**src/verilog/core_params.svh**
```systemverilog
`ifndef CORE_PARAMS_SVH
`define CORE_PARAMS_SVH

// ------------------------------
// Core sizing
// ------------------------------

// Data path width in bits
`define CORE_XLEN 32

// Architectural integer registers, x0 included
`define CORE_NR_REGS 32

// Scoreboard FIFO entries, must stay a power of two
`define CORE_SB_DEPTH 4

`endif
```
**src/verilog/riscv_isa_pkg.sv**
```systemverilog
`include "core_params.svh"

package riscv_isa_pkg;

    // ------------------------------
    // Basic ISA types
    // ------------------------------
    typedef logic [4:0]            reg_addr_t;
    typedef logic [`CORE_XLEN-1:0] xlen_t;
    typedef logic [31:0]           instr_t;
    typedef logic [3:0]            exc_cause_t;

    // Instruction field slices
    typedef logic [6:0] opcode_t;
    typedef logic [2:0] funct3_t;
    typedef logic [6:0] funct7_t;

    // ------------------------------
    // Opcodes
    // ------------------------------
    localparam opcode_t OPC_OP_IMM = 7'b0010011;
    localparam opcode_t OPC_OP     = 7'b0110011;
    localparam opcode_t OPC_LUI    = 7'b0110111;

    // funct3, ADDI shares the ADD/SUB code
    localparam funct3_t F3_ADD_SUB = 3'b000;
    localparam funct3_t F3_XOR     = 3'b100;

    // funct7 for register-register ops
    localparam funct7_t F7_BASE = 7'b0000000;
    localparam funct7_t F7_SUB  = 7'b0100000;

    // ------------------------------
    // Exception causes
    // ------------------------------
    localparam exc_cause_t EXC_ILLEGAL_INSTR = 4'd2;

endpackage

```
**src/verilog/core_pipe_pkg.sv**
```systemverilog
package core_pipe_pkg;

    // ALU operation select
    typedef logic [2:0] alu_op_t;

    localparam alu_op_t ALU_ADD      = 3'd0;
    localparam alu_op_t ALU_SUB      = 3'd1;
    localparam alu_op_t ALU_XOR      = 3'd2;
    localparam alu_op_t ALU_PASS_IMM = 3'd3;

    // ------------------------------
    // Pipeline payloads
    // ------------------------------
    typedef struct packed {
        logic                     valid;
        riscv_isa_pkg::exc_cause_t cause;
        riscv_isa_pkg::xlen_t      tval;
    } exc_t;

    typedef struct packed {
        riscv_isa_pkg::xlen_t  pc;
        riscv_isa_pkg::instr_t instr;
    } fetch_entry_t;

    typedef struct packed {
        riscv_isa_pkg::xlen_t     pc;
        alu_op_t                  op;
        riscv_isa_pkg::reg_addr_t rs1;
        riscv_isa_pkg::reg_addr_t rs2;
        riscv_isa_pkg::reg_addr_t rd;
        riscv_isa_pkg::xlen_t     imm;
        logic                     use_imm;
        logic                     we_rd;
        exc_t                     exc;
    } sb_entry_t;

    // Retirement report, one per instruction
    typedef struct packed {
        riscv_isa_pkg::xlen_t     pc;
        riscv_isa_pkg::reg_addr_t rd;
        riscv_isa_pkg::xlen_t     wdata;
        logic                     we;
        exc_t                     exc;
    } commit_t;

endpackage

```
**src/verilog/mini_core.sv**
```systemverilog
`timescale 1ns/100ps

module mini_core (
    input  logic                        clk_i,
    input  logic                        rst_ni,
    input  core_pipe_pkg::fetch_entry_t fetch_i,
    input  logic                        fetch_valid_i,
    output logic                        fetch_ready_o,
    output core_pipe_pkg::commit_t      commit_o,
    output logic                        commit_valid_o,
    input  logic                        commit_ready_i,
    output riscv_isa_pkg::xlen_t        instret_o
);
    import core_pipe_pkg::*;

    // Decode to scoreboard
    sb_entry_t sb_entry_dec_sb;
    logic      sb_valid_dec_sb;
    logic      sb_ready_sb_dec;

    // Scoreboard to commit
    sb_entry_t sb_entry_sb_cmt;
    logic      sb_valid_sb_cmt;
    logic      sb_ready_cmt_sb;

    // ------------------------------
    // Decode
    // ------------------------------
    decode_stage i_decode_stage (
        .clk_i         ( clk_i           ),
        .rst_ni        ( rst_ni          ),
        .fetch_i       ( fetch_i         ),
        .fetch_valid_i ( fetch_valid_i   ),
        .fetch_ready_o ( fetch_ready_o   ),
        .sb_entry_o    ( sb_entry_dec_sb ),
        .sb_valid_o    ( sb_valid_dec_sb ),
        .sb_ready_i    ( sb_ready_sb_dec )
    );

    // ------------------------------
    // Scoreboard
    // ------------------------------
    scoreboard_fifo i_scoreboard_fifo (
        .clk_i        ( clk_i           ),
        .rst_ni       ( rst_ni          ),
        .push_entry_i ( sb_entry_dec_sb ),
        .push_valid_i ( sb_valid_dec_sb ),
        .push_ready_o ( sb_ready_sb_dec ),
        .pop_entry_o  ( sb_entry_sb_cmt ),
        .pop_valid_o  ( sb_valid_sb_cmt ),
        .pop_ready_i  ( sb_ready_cmt_sb )
    );

    // ------------------------------
    // Commit
    // ------------------------------
    commit_stage i_commit_stage (
        .clk_i          ( clk_i           ),
        .rst_ni         ( rst_ni          ),
        .sb_entry_i     ( sb_entry_sb_cmt ),
        .sb_valid_i     ( sb_valid_sb_cmt ),
        .sb_ready_o     ( sb_ready_cmt_sb ),
        .commit_o       ( commit_o        ),
        .commit_valid_o ( commit_valid_o  ),
        .commit_ready_i ( commit_ready_i  ),
        .instret_o      ( instret_o       )
    );

endmodule

```
**src/verilog/commit_stage.sv**
```systemverilog
`timescale 1ns/100ps

`include "core_params.svh"

module commit_stage (
    input  logic                     clk_i,
    input  logic                     rst_ni,
    input  core_pipe_pkg::sb_entry_t sb_entry_i,
    input  logic                     sb_valid_i,
    output logic                     sb_ready_o,
    output core_pipe_pkg::commit_t   commit_o,
    output logic                     commit_valid_o,
    input  logic                     commit_ready_i,
    output riscv_isa_pkg::xlen_t     instret_o
);
    import riscv_isa_pkg::*;
    import core_pipe_pkg::*;

    localparam int unsigned NR_REGS = `CORE_NR_REGS;

    xlen_t   regs_q [NR_REGS];
    xlen_t   rs1_data;
    xlen_t   rs2_data;
    xlen_t   op_b;
    xlen_t   alu_result;
    logic    pop;
    logic    reg_we;
    commit_t commit_q;
    logic    commit_valid_q;
    xlen_t   instret_q;

    assign sb_ready_o = !commit_valid_q || commit_ready_i;
    assign pop        = sb_valid_i && sb_ready_o;

    // ------------------------------
    // Operand read and ALU
    // ------------------------------

    // Commit is in order so the file always holds the latest values
    assign rs1_data = regs_q[sb_entry_i.rs1];
    assign rs2_data = regs_q[sb_entry_i.rs2];
    assign op_b     = sb_entry_i.use_imm ? sb_entry_i.imm : rs2_data;

    always_comb begin
        case (sb_entry_i.op)
            ALU_ADD:      alu_result = rs1_data + op_b;
            ALU_SUB:      alu_result = rs1_data - op_b;
            ALU_XOR:      alu_result = rs1_data ^ op_b;
            ALU_PASS_IMM: alu_result = sb_entry_i.imm;
            default:      alu_result = '0;
        endcase
    end

    // x0 stays hard-wired to zero
    assign reg_we = sb_entry_i.we_rd && !sb_entry_i.exc.valid && (sb_entry_i.rd != '0);

    // ------------------------------
    // Register file
    // ------------------------------
    always_ff @(posedge clk_i or negedge rst_ni) begin
        if (!rst_ni) begin
            for (int i = 0; i < NR_REGS; i++) begin
                regs_q[i] <= '0;
            end
        end else if (pop && reg_we) begin
            regs_q[sb_entry_i.rd] <= alu_result;
        end
    end

    // ------------------------------
    // Commit report and instret
    // ------------------------------
    always_ff @(posedge clk_i or negedge rst_ni) begin
        if (!rst_ni) begin
            commit_valid_q <= 1'b0;
            instret_q      <= '0;
        end else begin
            if (sb_ready_o) begin
                commit_valid_q <= sb_valid_i;
            end
            // Trapped instructions do not retire
            if (pop && !sb_entry_i.exc.valid) begin
                instret_q <= instret_q + xlen_t'(1);
            end
        end
    end

    always_ff @(posedge clk_i) begin
        if (pop) begin
            commit_q.pc    <= sb_entry_i.pc;
            commit_q.rd    <= sb_entry_i.rd;
            commit_q.wdata <= alu_result;
            commit_q.we    <= reg_we;
            commit_q.exc   <= sb_entry_i.exc;
        end
    end

    assign commit_o       = commit_q;
    assign commit_valid_o = commit_valid_q;
    assign instret_o      = instret_q;

    a_commit_hold: assert property (@(posedge clk_i) disable iff (!rst_ni)
        commit_valid_o && !commit_ready_i |=> commit_valid_o && $stable(commit_o));

endmodule

```
**src/verilog/scoreboard_fifo.sv**
```systemverilog
`timescale 1ns/100ps

`include "core_params.svh"

module scoreboard_fifo (
    input  logic                     clk_i,
    input  logic                     rst_ni,
    input  core_pipe_pkg::sb_entry_t push_entry_i,
    input  logic                     push_valid_i,
    output logic                     push_ready_o,
    output core_pipe_pkg::sb_entry_t pop_entry_o,
    output logic                     pop_valid_o,
    input  logic                     pop_ready_i
);
    import core_pipe_pkg::*;

    localparam int unsigned DEPTH = `CORE_SB_DEPTH;
    localparam int unsigned PTR_W = $clog2(DEPTH);

    typedef logic [PTR_W-1:0] ptr_t;
    typedef logic [PTR_W:0]   cnt_t;

    localparam cnt_t FULL = cnt_t'(DEPTH);

    sb_entry_t mem_q [DEPTH];
    ptr_t      wr_ptr_q;
    ptr_t      rd_ptr_q;
    cnt_t      count_q;
    logic      push;
    logic      pop;

    assign push_ready_o = (count_q != FULL);
    assign pop_valid_o  = (count_q != '0);
    assign pop_entry_o  = mem_q[rd_ptr_q];

    assign push = push_valid_i && push_ready_o;
    assign pop  = pop_ready_i && pop_valid_o;

    // ------------------------------
    // Pointers and fill level
    // ------------------------------

    // Pointers wrap on their own since DEPTH is a power of two
    always_ff @(posedge clk_i or negedge rst_ni) begin
        if (!rst_ni) begin
            wr_ptr_q <= '0;
            rd_ptr_q <= '0;
            count_q  <= '0;
        end else begin
            if (push) begin
                wr_ptr_q <= wr_ptr_q + ptr_t'(1);
            end
            if (pop) begin
                rd_ptr_q <= rd_ptr_q + ptr_t'(1);
            end
            if (push && !pop) begin
                count_q <= count_q + cnt_t'(1);
            end else if (pop && !push) begin
                count_q <= count_q - cnt_t'(1);
            end
        end
    end

    // Storage, head only seen after the write edge
    always_ff @(posedge clk_i) begin
        if (push) begin
            mem_q[wr_ptr_q] <= push_entry_i;
        end
    end

    // Refused push is held by the producer, never dropped
    a_full_hold: assert property (@(posedge clk_i) disable iff (!rst_ni)
        push_valid_i && !push_ready_o |=> push_valid_i && $stable(push_entry_i));

    // Read pointer never overtakes the write pointer
    a_empty_ptrs: assert property (@(posedge clk_i) disable iff (!rst_ni)
        count_q == '0 |-> rd_ptr_q == wr_ptr_q);

endmodule

```
**src/verilog/decode_stage.sv**
```systemverilog
`timescale 1ns/100ps

module decode_stage (
    input  logic                        clk_i,
    input  logic                        rst_ni,
    input  core_pipe_pkg::fetch_entry_t fetch_i,
    input  logic                        fetch_valid_i,
    output logic                        fetch_ready_o,
    output core_pipe_pkg::sb_entry_t    sb_entry_o,
    output logic                        sb_valid_o,
    input  logic                        sb_ready_i
);
    import riscv_isa_pkg::*;
    import core_pipe_pkg::*;

    opcode_t   opcode;
    funct3_t   funct3;
    funct7_t   funct7;
    logic      legal;
    sb_entry_t decoded;
    sb_entry_t entry_q;
    logic      valid_q;

    assign opcode = fetch_i.instr[6:0];
    assign funct3 = fetch_i.instr[14:12];
    assign funct7 = fetch_i.instr[31:25];

    // ------------------------------
    // Instruction decode
    // ------------------------------
    always_comb begin
        decoded     = '0;
        decoded.pc  = fetch_i.pc;
        decoded.rs1 = fetch_i.instr[19:15];
        decoded.rs2 = fetch_i.instr[24:20];
        decoded.rd  = fetch_i.instr[11:7];
        legal       = 1'b0;

        case (opcode)
            OPC_OP_IMM: begin
                // Only ADDI among the immediate ops
                legal           = (funct3 == F3_ADD_SUB);
                decoded.op      = ALU_ADD;
                decoded.imm     = xlen_t'($signed(fetch_i.instr[31:20]));
                decoded.use_imm = 1'b1;
            end
            OPC_LUI: begin
                legal           = 1'b1;
                decoded.op      = ALU_PASS_IMM;
                decoded.imm     = xlen_t'($signed({fetch_i.instr[31:12], 12'b0}));
                decoded.use_imm = 1'b1;
            end
            OPC_OP: begin
                if (funct3 == F3_ADD_SUB && funct7 == F7_BASE) begin
                    legal      = 1'b1;
                    decoded.op = ALU_ADD;
                end else if (funct3 == F3_ADD_SUB && funct7 == F7_SUB) begin
                    legal      = 1'b1;
                    decoded.op = ALU_SUB;
                end else if (funct3 == F3_XOR && funct7 == F7_BASE) begin
                    legal      = 1'b1;
                    decoded.op = ALU_XOR;
                end
            end
            default: legal = 1'b0;
        endcase

        decoded.we_rd = legal;
        if (!legal) begin
            decoded.exc.valid = 1'b1;
            decoded.exc.cause = EXC_ILLEGAL_INSTR;
            decoded.exc.tval  = xlen_t'(fetch_i.instr);
        end
    end

    // ------------------------------
    // Output register
    // ------------------------------

    // Accept when empty or when the FIFO drains us this cycle
    assign fetch_ready_o = !valid_q || sb_ready_i;

    always_ff @(posedge clk_i or negedge rst_ni) begin
        if (!rst_ni) begin
            valid_q <= 1'b0;
        end else if (fetch_ready_o) begin
            valid_q <= fetch_valid_i;
        end
    end

    always_ff @(posedge clk_i) begin
        if (fetch_valid_i && fetch_ready_o) begin
            entry_q <= decoded;
        end
    end

    assign sb_entry_o = entry_q;
    assign sb_valid_o = valid_q;

    a_hold_stalled: assert property (@(posedge clk_i) disable iff (!rst_ni)
        sb_valid_o && !sb_ready_i |=> sb_valid_o && $stable(sb_entry_o));

endmodule

```
**config.mk**
```make
export PLATFORM = sky130hd
export DESIGN_NAME = mini_core
export DESIGN_NICKNAME = d
export VERILOG_FILES = /design/src/verilog/riscv_isa_pkg.sv /design/src/verilog/core_pipe_pkg.sv /design/src/verilog/mini_core.sv /design/src/verilog/commit_stage.sv /design/src/verilog/scoreboard_fifo.sv /design/src/verilog/decode_stage.sv
export VERILOG_INCLUDE_DIRS = /design/src /design/src/verilog
export SDC_FILE = /design/constraint.sdc
export NUM_CORES = 2
export LEC_CHECK = 0
export BUFFER_PORTS_ARGS = -buffer_cell sky130_fd_sc_hd__buf_4
export CELL_PAD_IN_SITES_DETAIL_PLACEMENT = 1
export CELL_PAD_IN_SITES_GLOBAL_PLACEMENT = 1
export CORE_AREA = 3 3 417 584
export CTS_CLUSTER_DIAMETER = 150
export DETAILED_ROUTE_END_ITERATION = 6
export DIE_AREA = 0 0 420 587
export GPL_ROUTABILITY_DRIVEN = 0
export GPL_TIMING_DRIVEN = 0
export HOLD_SLACK_MARGIN = 0.02
export PLACE_DENSITY_LB_ADDON = 0.2
export SYNTH_ARGS = -nofsm -noshare
export SYNTH_HDL_FRONTEND = slang
export SYNTH_SLANG_ARGS = --single-unit
```
**constraint.sdc**
```tcl
create_clock -name clk_i -period 8.5 [get_ports clk_i]
set_input_delay 1.275 -clock clk_i [delete_from_list [all_inputs] [get_ports clk_i]]
set_output_delay 1.275 -clock clk_i [all_outputs]
set_load 0.01 [all_outputs]
```
==> qor_table.md <==
| Metric | Reported | Unit |
|:---|:---|:---|
| Outcome | complete, but fails checks | - |
| Violated checks | DRC, capacitance limit, slew limit, setup timing | - |
| Hold bufs inserted after CTS | 0 | - |
| Synthesized area per cell | 13.1 | um2 |
| Number of sinks handled by clock tree synthesis | 1,748 | - |
| Drt via density | 6.39 | - |
| Transition time of the tightest slew-check pin | 1.63 | ns |
| Ratio of cells with drive above 1 in the final layout | 0.278 | - |
| Net count reported at finish | 6,943 | - |
| Most used flip-flop cell after synthesis | dfrtp_1 | - |
| HPWL reported at the end of detailed placement | 303 | mm |
| Max Buffers Root-to-Sink | 4 | - |
| Endpoint of the worst register-to-register path | i_commit_stage.regs_q[670] | - |
| Share of the yosys chip area belonging to registers | 0.566 | - |
| Time the worst path needs with I/O delays and setup | 8.60 | ns |
| Synthesized netlist cell count | 6,358 | - |
| Count of flip-flops with a built-in enable after synthesis | 683 | - |
| Final Hold Vio Count | 0 | - |
| Register clock-pin slew on the reported worst setup and hold paths | 0.07 | ns |
| Endpoint kind of the worst setup timing path | flop | - |
| Grt ovf | 0 | - |
| Clock tree from TritonCTS | done | - |
| Cells taking the most area after synthesis | dfrtp_1, edfxtp_1, mux4_2 | - |
| Most frequent standard cell in the layout excluding fill and tap cells | dfrtp_1 | - |
| Critical path arrival | 9.41 | ns |
| Total number of yosys warnings | 0 | - |
| Number of cells traversed by the worst register-to-register path | 26 | - |
| Clock root buffer | clkbuf_16 | - |
| Total of fill cells in the finished design | 24,600 | - |
| Total Wirelength | 438 | mm |
| Avg WL per Cell | 43.3 | um |
| Setup slack after placement | -3.95 | ns |
| Vias in the first global route | 64,600 | - |
| CTS HTree Levels | 4 | - |
| Final count of negative-setup-slack endpoints | 82 | - |
| Max_cap viols | 6 | - |
| Number of unique standard cell types used by synthesis | 79 | - |
| Most frequent cells in the layout | dfrtp_1, edfxtp_1, nand2_1 | - |
| Maximum number of pins on one net before global-route repair | 172 | - |
| Worst setup SP type | flop | - |
| Die outline width | 420 | um |
| Flip-flop and latch count after synthesis | 1,748 | - |
| Final clock skew | 0.0678 | ns |
| Critical path fanouts, max | 10 | - |
| Area of the die | 0.247 | mm2 |
| HP Class | in2async | - |
| Site row count | 212 | - |
| Post-synth design cell area | 0.0833 | mm2 |
| Number of buffers inserted by port buffering | 205 | - |
| Synth top area share | 0.320 | - |
| Number of top-level pins | 209 | - |
| Area of the core region | 0.238 | mm2 |
| Setup slack, reg-to-reg | -0.10 | ns |
| PnR worst setup slack | -0.103 | ns |
| Total number of vias | 64,600 | - |
| Max Slew Vio Count | 50 | - |
| Clock insertion delay at the later pin of the skew report | 0.94 | ns |
| Post-route fraction of the period consumed by the critical path | 1.01 | - |
| Initial Utilization | 0.349 | - |
| Number of detailed-route iterations in the first pass | 7 | - |
| Wire length of the first global-routing pass | 587 | mm |
| Die height | 587 | um |
| Starting DRT DRC Count | 7,873 | - |
| DRC violations left | 1 | - |
| Routed Antenna Nets | 0 | - |
| Antenna violations before repair | 47 | - |
| Overall Global Routing Usage | 0.355 | - |
| Max-slew headroom | -0.0917 | - |
| Fmax | 116 | MHz |
| Library cell with the largest summed area after synthesis | dfrtp_1 | - |
| Area overhead of the layout relative to synthesis | 17.3 | % |
| Async set-reset flop share out of synthesis | 0.609 | - |
| Category of the critical setup timing path | reg2reg | - |
| Total CTS buffers | 184 | - |
| Unrepaired setup endpoints after global routing | yes | - |
| Startpoint of the lowest-slack register-to-register path | i_scoreboard_fifo.rd_ptr_q[1] | - |
| CP required | 9.31 | ns |
-- synthesized netlist by cell type (96+ instances only) --
library cell,number
clkbuf_1,414
mux2_2,495
dfrtp_1,1065
nor2_1,407
a21oi_1,424
nand2_1,660
mux2i_1,247
edfxtp_1,683
nor2b_1,96
a211oi_1,127
o21ai_0,292
mux4_2,465
-- logic make-up (layout without fill, tap and decap cells) --
| group | after synthesis | after routing | synth area share |
|---|---|---|---|
| AOI/OAI and AO/OA | 1147 | 1147 | 0.0825 |
| other | 1 | 47 | 0.0000450 |
| muxes | 1210 | 1210 | 0.223 |
| adders and majority gates | 40 | 40 | 0.00619 |
| and+or+nand+nor | 1451 | 1451 | 0.0769 |
| xor gates and xnor gates | 120 | 120 | 0.0126 |
| DFF | 1748 | 1748 | 0.566 |
| buffers and inverters | 641 | 1251 | 0.0320 |
-- per-stage QoR --
stage	cells	utilization	cell area [um2]	hold WS (ns)	TNS, ns
2_1_floorplan	6360	-	83300	0.438	0
3_3_place_gp	9668	0.372	88700	0.457	-
3_5_place_dp	9707	0.376	89700	0.469	-2082.18
4_1_cts	10000	0.405	96500	0.345	0
5_1_grt	10100	0.409	97600	0.320	-8.65
6_report	10100	0.410	97700	0.291	-3.61
-- registers in the layout (all words and copies together), names as in the netlist --
signal	flops
i_commit_stage.regs_q	1024
i_scoreboard_fifo.mem_q	464
i_decode_stage.sb_entry_o	116
i_commit_stage.commit_o	103
i_commit_stage.instret_o	32
i_scoreboard_fifo.count_q	3
i_scoreboard_fifo.rd_ptr_q	2
i_scoreboard_fifo.wr_ptr_q	2
i_commit_stage.commit_valid_o	1
i_decode_stage.sb_valid_o	1
-- worst max-delay path: stages, from the launching register on --
cell	delay, ns
dfrtp_1	0.56
clkbuf_4	0.33
mux4_2	0.36
buf_4	0.38
buf_4	0.40
buf_4	0.60
buf_4	0.57
mux4_2	0.57
mux2i_1	0.47
a21oi_1	0.32
mux2_2	0.48
ha_1	0.45
nand4_1	0.21
nor2_4	0.17
nand3_2	0.16
a211oi_4	0.41
o31ai_2	0.11
buf_4	0.16
o211ai_1	0.22
a21oi_2	0.11
buf_4	0.15
o21ai_2	0.13
xnor2_1	0.14
o21ai_1	0.09
buf_6	0.22
clkbuf_2	0.26
mux2_2	0.33
-- how the worst max path moves through the flow --
stage	start	to
2_1_floorplan	i_scoreboard_fifo.rd_ptr_q[0]	i_commit_stage.commit_o[67]
3_3_place_gp	rst_ni	i_commit_stage.instret_o[27]
3_5_place_dp	i_scoreboard_fifo.rd_ptr_q[1]	i_commit_stage.regs_q[252]
4_1_cts	i_scoreboard_fifo.rd_ptr_q[0]	i_commit_stage.regs_q[183]
5_1_grt	i_scoreboard_fifo.rd_ptr_q[0]	i_commit_stage.regs_q[343]
6_report	i_scoreboard_fifo.rd_ptr_q[1]	i_commit_stage.regs_q[670]
-- routing by layer --
layer	vias to the layer above	part of all wire	track usage
li1	24500	-	-
met1	33900	0.34	0.392
met2	4476	0.44	0.523
met3	1670	0.11	0.138
met4	16	0.11	0.323
met5	-	0.00039	0.00591
-- final cells by class --
class / instances / area [um2] / area share
antenna: 44 / 110 / 0.00113
clock buffer: 244 / 5100 / 0.0523
clock inverter: 77 / 677 / 0.00693
tap: 3103 / 3880 / 0.0398
inverter: 62 / 240 / 0.00246
sequential: 1748 / 47200 / 0.483
multi-input combinational: 3971 / 34100 / 0.349
timing repair buffer: 304 / 2970 / 0.0304
buffer: 564 / 3440 / 0.0352
-- timing repair --
| item | CTS | global route |
|---|---|---|
| pin swaps | 9 | 21 |
| buffers inserted | 12 | 39 |
| resized for setup | 357 | 187 |
| endpoints found under the hold margin | 0 | 0 |
| endpoints found under the setup margin | 1000 | 628 |
Power is left out: the tool's default activity adds up to more than one toggle a clock period on the data nets, which glitch-free logic cannot reach.
